[config.mk]
export PLATFORM = sky130hd
export DESIGN_NAME = smartnic_egr
export DESIGN_NICKNAME = d
export VERILOG_FILES = /design/src/logic/egr_pkg.sv /design/src/logic/axis_stage.sv /design/src/logic/axis_skid_stage.sv /design/src/logic/axis_pkt_mux.sv /design/src/logic/egr_reg_blk.sv /design/src/logic/smartnic_egr.sv
export VERILOG_INCLUDE_DIRS = /design/src /design/src/include
export SDC_FILE = /design/constraint.sdc
export NUM_CORES = 1
export LEC_CHECK = 0
export BUFFER_PORTS_ARGS = -buffer_cell sky130_fd_sc_hd__buf_2
export CAP_MARGIN = 10
export CORE_MARGIN = 4
export CORE_UTILIZATION = 45
export DETAILED_ROUTE_END_ITERATION = 8
export GPL_ROUTABILITY_DRIVEN = 0
export PLACE_DENSITY_LB_ADDON = 0.12
export RECOVER_POWER = 100
export SYNTH_ARGS = -nofsm -noshare
export SYNTH_HDL_FRONTEND = slang
export SYNTH_SLANG_ARGS = --single-unit
[constraint.sdc]
create_clock -name core_clk -period 28.4 [get_ports core_clk]
set_input_delay 7.1 -clock core_clk [delete_from_list [all_inputs] [get_ports core_clk]]
set_output_delay 7.1 -clock core_clk [all_outputs]
set_load 0.01 [all_outputs]
[src/include/egr_params.svh]
`ifndef EGR_PARAMS_SVH
`define EGR_PARAMS_SVH

// ####################################################################
// Egress datapath sizing
// ####################################################################

// Egress ports, each with a network and a host source
`define EGR_NUM_PORTS     2
// Bytes per stream beat
`define EGR_DATA_BYTES    8
// Stream sideband widths
`define EGR_TID_WID       4
`define EGR_TDEST_WID     4
`define EGR_TUSER_WID     8

// ####################################################################
// Register map
// ####################################################################

`define EGR_REG_ADDR_WID  8
// Arbitration mode, one bit per port
`define EGR_REG_CTRL      8'h00
// Packet counters, word per port and source, index 2*port+src
`define EGR_REG_CNT_BASE  8'h10

`endif

[src/logic/egr_pkg.sv]
`include "egr_params.svh"

package egr_pkg;

    // ####################################################################
    // Stream beat
    // ####################################################################

    // One AXI4-Stream transfer, valid and ready travel separately
    typedef struct packed {
        logic [`EGR_DATA_BYTES*8-1:0] tdata;
        logic [`EGR_DATA_BYTES-1:0]   tkeep;
        logic                         tlast;
        logic [`EGR_TID_WID-1:0]      tid;
        logic [`EGR_TDEST_WID-1:0]    tdest;
        logic [`EGR_TUSER_WID-1:0]    tuser;
    } axis_beat_t;

    // Mux input index, also counter index within a port
    typedef enum logic {
        SRC_NET = 1'b0,
        SRC_H2C = 1'b1
    } egr_src_e;

    // Pulse per packet leaving the mux
    typedef struct packed {
        logic     done;
        egr_src_e src;
    } pkt_event_t;

    // ####################################################################
    // Register port
    // ####################################################################

    // Single-cycle strobes
    typedef struct packed {
        logic                         wr;
        logic                         rd;
        logic [`EGR_REG_ADDR_WID-1:0] addr;
        logic [31:0]                  wdata;
    } reg_req_t;

    // Read data one cycle after rd
    typedef struct packed {
        logic        rvalid;
        logic [31:0] rdata;
    } reg_rsp_t;

endpackage

[src/logic/axis_stage.sv]
`timescale 1ns/10ps
`include "egr_params.svh"

module axis_stage (
    input  logic                core_clk,
    input  logic                rst_n,

    // Upstream side
    input  egr_pkg::axis_beat_t in_beat,
    input  logic                in_valid,
    output logic                in_ready,

    // Downstream side
    output egr_pkg::axis_beat_t out_beat,
    output logic                out_valid,
    input  logic                out_ready
);

    // Held beat present
    logic full;

    // Take a beat when empty or when the held one leaves this cycle
    assign in_ready  = !full || out_ready;
    assign out_valid = full;

    // ####################################################################
    // Occupancy
    // ####################################################################

    always_ff @(posedge core_clk or negedge rst_n) begin
        if (!rst_n) begin
            full <= 1'b0;
        end else if (in_ready) begin
            // Refill or drain
            full <= in_valid;
        end
    end

    // ####################################################################
    // Payload
    // ####################################################################

    // No reset on data, qualified by full
    always_ff @(posedge core_clk) begin
        if (in_valid && in_ready) begin
            out_beat <= in_beat;
        end
    end

endmodule

[src/logic/axis_skid_stage.sv]
`timescale 1ns/10ps
`include "egr_params.svh"

module axis_skid_stage (
    input  logic                core_clk,
    input  logic                rst_n,

    // Upstream side, ready straight from a flop
    input  egr_pkg::axis_beat_t in_beat,
    input  logic                in_valid,
    output logic                in_ready,

    // Downstream side
    output egr_pkg::axis_beat_t out_beat,
    output logic                out_valid,
    input  logic                out_ready
);

    import egr_pkg::*;

    // Main entry drives the output
    logic       main_vld;
    // Skid entry catches the beat in flight when the output stalls
    logic       skid_vld;
    axis_beat_t skid_beat;

    // Registered ready, high while skid entry is free
    assign in_ready  = !skid_vld;
    assign out_valid = main_vld;

    // ####################################################################
    // Entry state
    // ####################################################################

    always_ff @(posedge core_clk or negedge rst_n) begin
        if (!rst_n) begin
            main_vld <= 1'b0;
            skid_vld <= 1'b0;
        end else if (skid_vld) begin
            // Input blocked, skid moves to main on a drain
            // Main stays valid either way
            if (out_ready) begin
                skid_vld <= 1'b0;
            end
        end else if (!main_vld || out_ready) begin
            // Main free or draining, load straight from input
            main_vld <= in_valid;
        end else if (in_valid) begin
            // Main stalled, park the incoming beat
            skid_vld <= 1'b1;
        end
    end

    // ####################################################################
    // Payload
    // ####################################################################

    // Same decisions as above, keeps arrival order
    always_ff @(posedge core_clk) begin
        if (skid_vld) begin
            if (out_ready) begin
                out_beat <= skid_beat;
            end
        end else if (!main_vld || out_ready) begin
            if (in_valid) begin
                out_beat <= in_beat;
            end
        end else if (in_valid) begin
            skid_beat <= in_beat;
        end
    end

endmodule

[src/logic/axis_pkt_mux.sv]
`timescale 1ns/10ps
`include "egr_params.svh"

module axis_pkt_mux (
    input  logic                core_clk,
    input  logic                rst_n,

    // 0 round-robin, 1 network strict priority
    input  logic                mode,

    // Index 0 network, index 1 host
    input  egr_pkg::axis_beat_t in_beat  [2],
    input  logic [1:0]          in_valid,
    output logic [1:0]          in_ready,

    output egr_pkg::axis_beat_t out_beat,
    output logic                out_valid,
    input  logic                out_ready,

    // Registered pulse per finished packet
    output egr_pkg::pkt_event_t pkt_event
);

    import egr_pkg::*;

    // Grant held mid-packet or while a beat waits on ready
    logic     locked;
    egr_src_e grant_q;
    // Source of the last finished packet
    egr_src_e last_src;

    // Fresh pick and effective select
    egr_src_e pick;
    egr_src_e sel;

    logic out_xfer;
    logic pkt_end;

    // ####################################################################
    // Arbitration
    // ####################################################################

    always_comb begin
        if (in_valid == 2'b11) begin
            if (mode) begin
                // Strict, network always first
                pick = SRC_NET;
            end else begin
                // Round-robin, whichever was not served last
                pick = (last_src == SRC_NET) ? SRC_H2C : SRC_NET;
            end
        end else if (in_valid[SRC_H2C]) begin
            pick = SRC_H2C;
        end else begin
            // Network or idle
            pick = SRC_NET;
        end
    end

    assign sel = locked ? grant_q : pick;

    // ####################################################################
    // Data select
    // ####################################################################

    assign out_beat  = in_beat[sel];
    assign out_valid = in_valid[sel];

    // Only the granted side sees ready
    always_comb begin
        in_ready      = 2'b00;
        in_ready[sel] = out_ready;
    end

    assign out_xfer = out_valid && out_ready;
    assign pkt_end  = out_xfer && out_beat.tlast;

    // ####################################################################
    // Grant lock and packet events
    // ####################################################################

    always_ff @(posedge core_clk or negedge rst_n) begin
        if (!rst_n) begin
            locked    <= 1'b0;
            grant_q   <= SRC_NET;
            // Host counts as last so network goes first
            last_src  <= SRC_H2C;
            pkt_event <= '0;
        end else begin
            pkt_event.done <= pkt_end;
            pkt_event.src  <= sel;
            // Presented beat pins the grant until tlast leaves
            if (out_valid) begin
                locked  <= !pkt_end;
                grant_q <= sel;
            end
            if (pkt_end) begin
                last_src <= sel;
            end
        end
    end

endmodule

[src/logic/egr_reg_blk.sv]
`timescale 1ns/10ps
`include "egr_params.svh"

module egr_reg_blk #(
    parameter int NUM_PORTS = `EGR_NUM_PORTS
) (
    input  logic                core_clk,
    input  logic                rst_n,

    // Register strobe port
    input  egr_pkg::reg_req_t   reg_req,
    output egr_pkg::reg_rsp_t   reg_rsp,

    // Per-port packet pulses from the muxes
    input  egr_pkg::pkt_event_t pkt_event [NUM_PORTS],

    // Arbitration mode per port
    output logic [NUM_PORTS-1:0] mode
);

    import egr_pkg::*;

    localparam int ADDR_WID = `EGR_REG_ADDR_WID;
    // Network and host counter per port
    localparam int NUM_CNT  = 2 * NUM_PORTS;

    logic [NUM_PORTS-1:0] ctrl_q;
    logic [31:0]          cnt [NUM_CNT];

    logic [31:0] rd_data;
    logic        rsp_vld;
    logic [31:0] rsp_data;

    // ####################################################################
    // Control register
    // ####################################################################

    always_ff @(posedge core_clk or negedge rst_n) begin
        if (!rst_n) begin
            ctrl_q <= '0;
        end else if (reg_req.wr && reg_req.addr == `EGR_REG_CTRL) begin
            // Low bits only
            ctrl_q <= reg_req.wdata[NUM_PORTS-1:0];
        end
    end

    assign mode = ctrl_q;

    // ####################################################################
    // Packet counters
    // ####################################################################

    for (genvar c = 0; c < NUM_CNT; c++) begin : g_cnt
        localparam logic [ADDR_WID-1:0] CNT_ADDR = ADDR_WID'(`EGR_REG_CNT_BASE + 4 * c);

        logic inc;

        // Counter c tracks port c/2, source c%2
        assign inc = pkt_event[c / 2].done && (pkt_event[c / 2].src == egr_src_e'(c % 2));

        always_ff @(posedge core_clk or negedge rst_n) begin
            if (!rst_n) begin
                cnt[c] <= '0;
            end else if (reg_req.wr && reg_req.addr == CNT_ADDR) begin
                // Clear beats a same-cycle increment
                cnt[c] <= '0;
            end else if (inc) begin
                // Wraps
                cnt[c] <= cnt[c] + 32'd1;
            end
        end
    end

    // ####################################################################
    // Read-back
    // ####################################################################

    // Unmapped addresses fall through to zero
    always_comb begin
        rd_data = '0;
        if (reg_req.addr == `EGR_REG_CTRL) begin
            rd_data = 32'(ctrl_q);
        end
        for (int i = 0; i < NUM_CNT; i++) begin
            if (reg_req.addr == ADDR_WID'(`EGR_REG_CNT_BASE + 4 * i)) begin
                rd_data = cnt[i];
            end
        end
    end

    always_ff @(posedge core_clk or negedge rst_n) begin
        if (!rst_n) begin
            rsp_vld <= 1'b0;
        end else begin
            rsp_vld <= reg_req.rd;
        end
    end

    // Data only meaningful with rvalid
    always_ff @(posedge core_clk) begin
        if (reg_req.rd) begin
            rsp_data <= rd_data;
        end
    end

    assign reg_rsp = '{rvalid: rsp_vld, rdata: rsp_data};

endmodule

[src/logic/smartnic_egr.sv]
`timescale 1ns/10ps
`include "egr_params.svh"

module smartnic_egr #(
    parameter int NUM_PORTS = `EGR_NUM_PORTS
) (
    input  logic                 core_clk,
    input  logic                 rst_n,

    // Application pipeline packets
    input  egr_pkg::axis_beat_t  net_beat  [NUM_PORTS],
    input  logic [NUM_PORTS-1:0] net_valid,
    output logic [NUM_PORTS-1:0] net_ready,

    // Host-to-card packets
    input  egr_pkg::axis_beat_t  h2c_beat  [NUM_PORTS],
    input  logic [NUM_PORTS-1:0] h2c_valid,
    output logic [NUM_PORTS-1:0] h2c_ready,

    // Egress ports
    output egr_pkg::axis_beat_t  out_beat  [NUM_PORTS],
    output logic [NUM_PORTS-1:0] out_valid,
    input  logic [NUM_PORTS-1:0] out_ready,

    input  egr_pkg::reg_req_t    reg_req,
    output egr_pkg::reg_rsp_t    reg_rsp
);

    import egr_pkg::*;

    pkt_event_t           pkt_event [NUM_PORTS];
    logic [NUM_PORTS-1:0] mode;

    // ####################################################################
    // Egress lanes
    // ####################################################################

    for (genvar p = 0; p < NUM_PORTS; p++) begin : g_port
        // Mux inputs, index 0 network, 1 host
        axis_beat_t mux_in_beat [2];
        logic [1:0] mux_in_valid;
        logic [1:0] mux_in_ready;

        // Mux to skid stage
        axis_beat_t mux_out_beat;
        logic       mux_out_valid;
        logic       mux_out_ready;

        axis_stage u_net_stage (
            .core_clk, .rst_n,
            .in_beat   (net_beat[p]),      .in_valid  (net_valid[p]),
            .in_ready  (net_ready[p]),     .out_beat  (mux_in_beat[SRC_NET]),
            .out_valid (mux_in_valid[SRC_NET]), .out_ready (mux_in_ready[SRC_NET])
        );

        axis_stage u_h2c_stage (
            .core_clk, .rst_n,
            .in_beat   (h2c_beat[p]),      .in_valid  (h2c_valid[p]),
            .in_ready  (h2c_ready[p]),     .out_beat  (mux_in_beat[SRC_H2C]),
            .out_valid (mux_in_valid[SRC_H2C]), .out_ready (mux_in_ready[SRC_H2C])
        );

        axis_pkt_mux u_mux (
            .core_clk, .rst_n,
            .mode      (mode[p]),
            .in_beat   (mux_in_beat),      .in_valid  (mux_in_valid),
            .in_ready  (mux_in_ready),     .out_beat  (mux_out_beat),
            .out_valid (mux_out_valid),    .out_ready (mux_out_ready),
            .pkt_event (pkt_event[p])
        );

        // Registered ready toward the mux
        axis_skid_stage u_out_skid (
            .core_clk, .rst_n,
            .in_beat   (mux_out_beat),     .in_valid  (mux_out_valid),
            .in_ready  (mux_out_ready),    .out_beat  (out_beat[p]),
            .out_valid (out_valid[p]),     .out_ready (out_ready[p])
        );
    end

    // Mode bits and packet counters
    egr_reg_blk #(.NUM_PORTS(NUM_PORTS)) u_reg_blk (
        .core_clk, .rst_n,
        .reg_req, .reg_rsp,
        .pkt_event, .mode
    );

endmodule

==> reports/metrics.yaml <==
status: "finished, violations left"
violations_in_the_final_reports: "max-capacitance violations, max-slew violations"
h-tree-depth: 3
drt-met1-wl_um: 34800
globalRoute.totalOverflow: 0
route.antenna.remaining_nets: 0
timing.critical_path.arrival_ps: 13290
timing.max_slew.rel_slack_pct: -215
via_count_of_the_first_global_routing_pass: 21557
cts_hold_repair.buffers: 0
fin_crit_sh_pct: 47.4
drcViolationCount: 0
synth.avg_cell_area_um2: 16.9
power_density_nw_per_um2: 115
worst_pin_slew_ps: 4720
cp.required_ps: 28220
ys.flop_type: "edfxtp_1"
final-setup-viol-count: 0
vdd_drop_max_v: 0.0000579
tritoncts: "yes"
path_max_fanout: 79
tritoncts_num_sinks: 893
clk_root_buffer_cell: "clkbuf_16"
share_of_synthesized_registers_carrying_an_async_set_or_reset_pct: 16.7
hold_path.class: "flip-flop to flip-flop"
ys_warn_count: 0
netlist_top_cells_area: "edfxtp_1, mux2_2, dfrtp_1"
clock_power_share_pct: 25.0
reported_leakage_power_nw: 15.1
total_power_w: 0.00485
seq_area_frac_synth_pct: 73.3
ys_top_cells_by_count: "edfxtp_1, mux2_2, dfrtp_1, nand2_1, clkbuf_1"
io_buffer_count: 592
gr-usage-all-layers_pct: 21.6
post_synthesis_instance_area_um2: 35600
synthToLayoutAreaGrowth_pct: 18.9
post-dp-hpwl_um: 63700
grt_setup_unrepaired: "no"
synth_cell_types: 50
timing.critical_path.cells: "clkbuf_1, clkbuf_1"
postSynthNetCount: 2513
synth_top_family_by_area: "multiplexers"
initial_antenna_violation_count: 44
synthesis.instances: 2103
synthMuxAreaShare_pct: 14.2
crit_path_frequent_cell: "clkbuf_1"
area_leader_netlist: "edfxtp_1"
drc_violation_total_after_the_first_tritonroute_iteration: 1414
p_sw_w: 0.00155
count_of_placed_standard_cells_including_taps: 3649
share_seq_of_total_power_pct: 47.6
maxClockFrequency_ghz: 0.0743
core_region_area_um2: 77800
clockBufferDepth: 3
yosys.area_share.adder_pct: 0.141
stdcell_count: 3844
clock_insertion_delay_worst_skew_ps: 650
numCtsBuffers: 96
die_height_um: 289
layout_min_cycle_time_ps: 13460
postSynthRegisterBits: 893
final_core_util_pct: 54.3
dr.pass1.iters: 5
totalWireLength_um: 92800
die_area_um2: 83600
final.fill_count: 6456
cpLargestDelayFamily: "buffers and inverters"
grt_first_pass_wirelength_um: 136000
detailroute.via_count: 21036
final_layout_size_suffix_gt1_share_pct: 27.2
routed_wire_per_std_cell_um: 24.1
grt_start_max_net_pins: 80
start_util_pct: 45.7
yosys.area.top_type_share_pct: 62.8
chipWidth_um: 289
synth-edff-count: 744
p_int_w: 0.00331
netSwitchingFraction_pct: 31.8
viasPerCell: 5.47
std_cell_rows: 102
slew_viol_final: 1235
synth-compound-area-share_pct: 2.57
routed.top_layer: "met5"
dr_wl_met2_um: 48100
finalHoldViolations: 0
maxCapViolations: 25
fin_setup_tns_ps: 0
clk_transition_reported_paths_ps: 60
metal3_wl_um: 6620
critical_path.max_stage_delay_ps: 3110
power.combinational.fraction_pct: 27.4
critical_path.n_buffers_inverters: 2
end_kind: "asynchronous set/reset pin"
yosysMostFrequentCell: "edfxtp_1"
synth-xor-area-share_pct: 1.01
boundaryPins: 623
nNetsFinal: 3117
critPathKind: "input pin to asynchronous set/reset pin"
cpMaxStageDelayCell: "clkbuf_1"
ctsResizeCount: 0
setup.worst_path.start_class: "input pin"
yosys.area_share.simple_pct: 7.26
post_cts.repair.setup_buffers: 0
skew_ps: 35.9
layout make-up:
class / instances / area [µm²] / share of cell area, %
Multi-Input combinational cell: 1078 / 8970 / 21.2
Timing Repair Buffer: 612 / 2740 / 6.47
Antenna cell: 19 / 47.5 / 0.112
Sequential cell: 893 / 26100 / 61.6
Inverter: 26 / 103 / 0.243
Clock inverter: 57 / 549 / 1.30
Tap cell: 1040 / 1300 / 3.08
Clock buffer: 119 / 2520 / 5.96
metal layers:
metal	GRT usage (%)	up-vias
met4	7.08	40
met5	0	-
li1	-	9439
met2	37.3	670
met3	6.30	211
met1	26.3	10676
cells in the final DEF, fill, tap and decap left out, types with 43 or more instances in the layout:
cell	netlist	final
nand3_1	52	52
nor2_1	64	63
clkbuf_1	69	286
a21oi_1	64	63
nand2_1	70	70
dfrtp_1	147	147
or4_1	43	43
buf_2	19	344
and3_1	44	44
mux2_2	359	234
clkbuf_16	0	96
edfxtp_1	744	744
mux2_1	0	125
worst min-delay path: cells and delay by family, from the launching register on:
family          cells  cell delay [ps]
compound gates      2              140
flops               1              380
path summary, 6_finish.rpt:
path / cells past startpoint / slack (ps) / startpoint / to
worst min register to register: 2 / 520 / g_port[1].u_mux.last_src / g_port[1].u_mux.last_src
worst min-delay path: 2 / 520 / g_port[1].u_mux.last_src / g_port[1].u_mux.last_src
max in group core_clk: 4 / 15750 / out_ready[1] / g_port[1].u_out_skid.out_beat[65]
worst max-delay path: 2 / 14940 / rst_n / u_reg_blk.cnt[9]
min in group asynchronous: 1 / 8080 / rst_n / u_reg_blk.cnt[96]
worst max register to register: 3 / 19300 / g_port[1].u_out_skid.skid_vld / g_port[1].u_out_skid.out_beat[65]
power by group through the flow:
stage | combinational [W] | sequential (W) | clock [W]
after global placement | 0.00139 | 0.00228 | 0
after CTS | 0.00142 | 0.00227 | 0.00124
after floorplan | 0.000850 | 0.00234 | 0
final | 0.00133 | 0.00231 | 0.00121
after global routing | 0.00145 | 0.00236 | 0.00130
after detailed placement | 0.00142 | 0.00229 | 0
registers in the layout (all words and copies together), names as in the netlist, 4 cells and up:
register / count
g_port.u_out_skid.skid_beat: 178
g_port.u_mux.pkt_event: 4
g_port.u_net_stage.out_beat: 178
u_reg_blk.rsp_data: 32
g_port.u_h2c_stage.out_beat: 178
g_port.u_out_skid.out_beat: 178
u_reg_blk.cnt: 128
cell families (layout without fill, tap and decap cells):
group                    after synthesis  after routing
AO/OA/AOI/OAI                        153            153
XOR/XNOR                              41             41
adder cells (fa/ha/maj)                4              4
buffers and inverters                132            814
flip-flops                           893            893
multiplexers                         420            420
other                                  0             19
AND/OR/NAND/NOR                      460            460
per-stage QoR:
| step | cell area [µm²] | hold WS, ps | worst slack (ps) |
|---|---|---|---|
| 6_report | 42300 | 519 | 14940 |
| 5_1_grt | 42300 | 539 | 13460 |
| 4_1_cts | 42700 | 519 | 18600 |
| 3_5_place_dp | 39600 | 511 | 18770 |
| 3_3_place_gp | 39600 | 494 | 18830 |
| 2_1_floorplan | 35600 | 483 | 11510 |
Power figures use the tool's default switching activity.
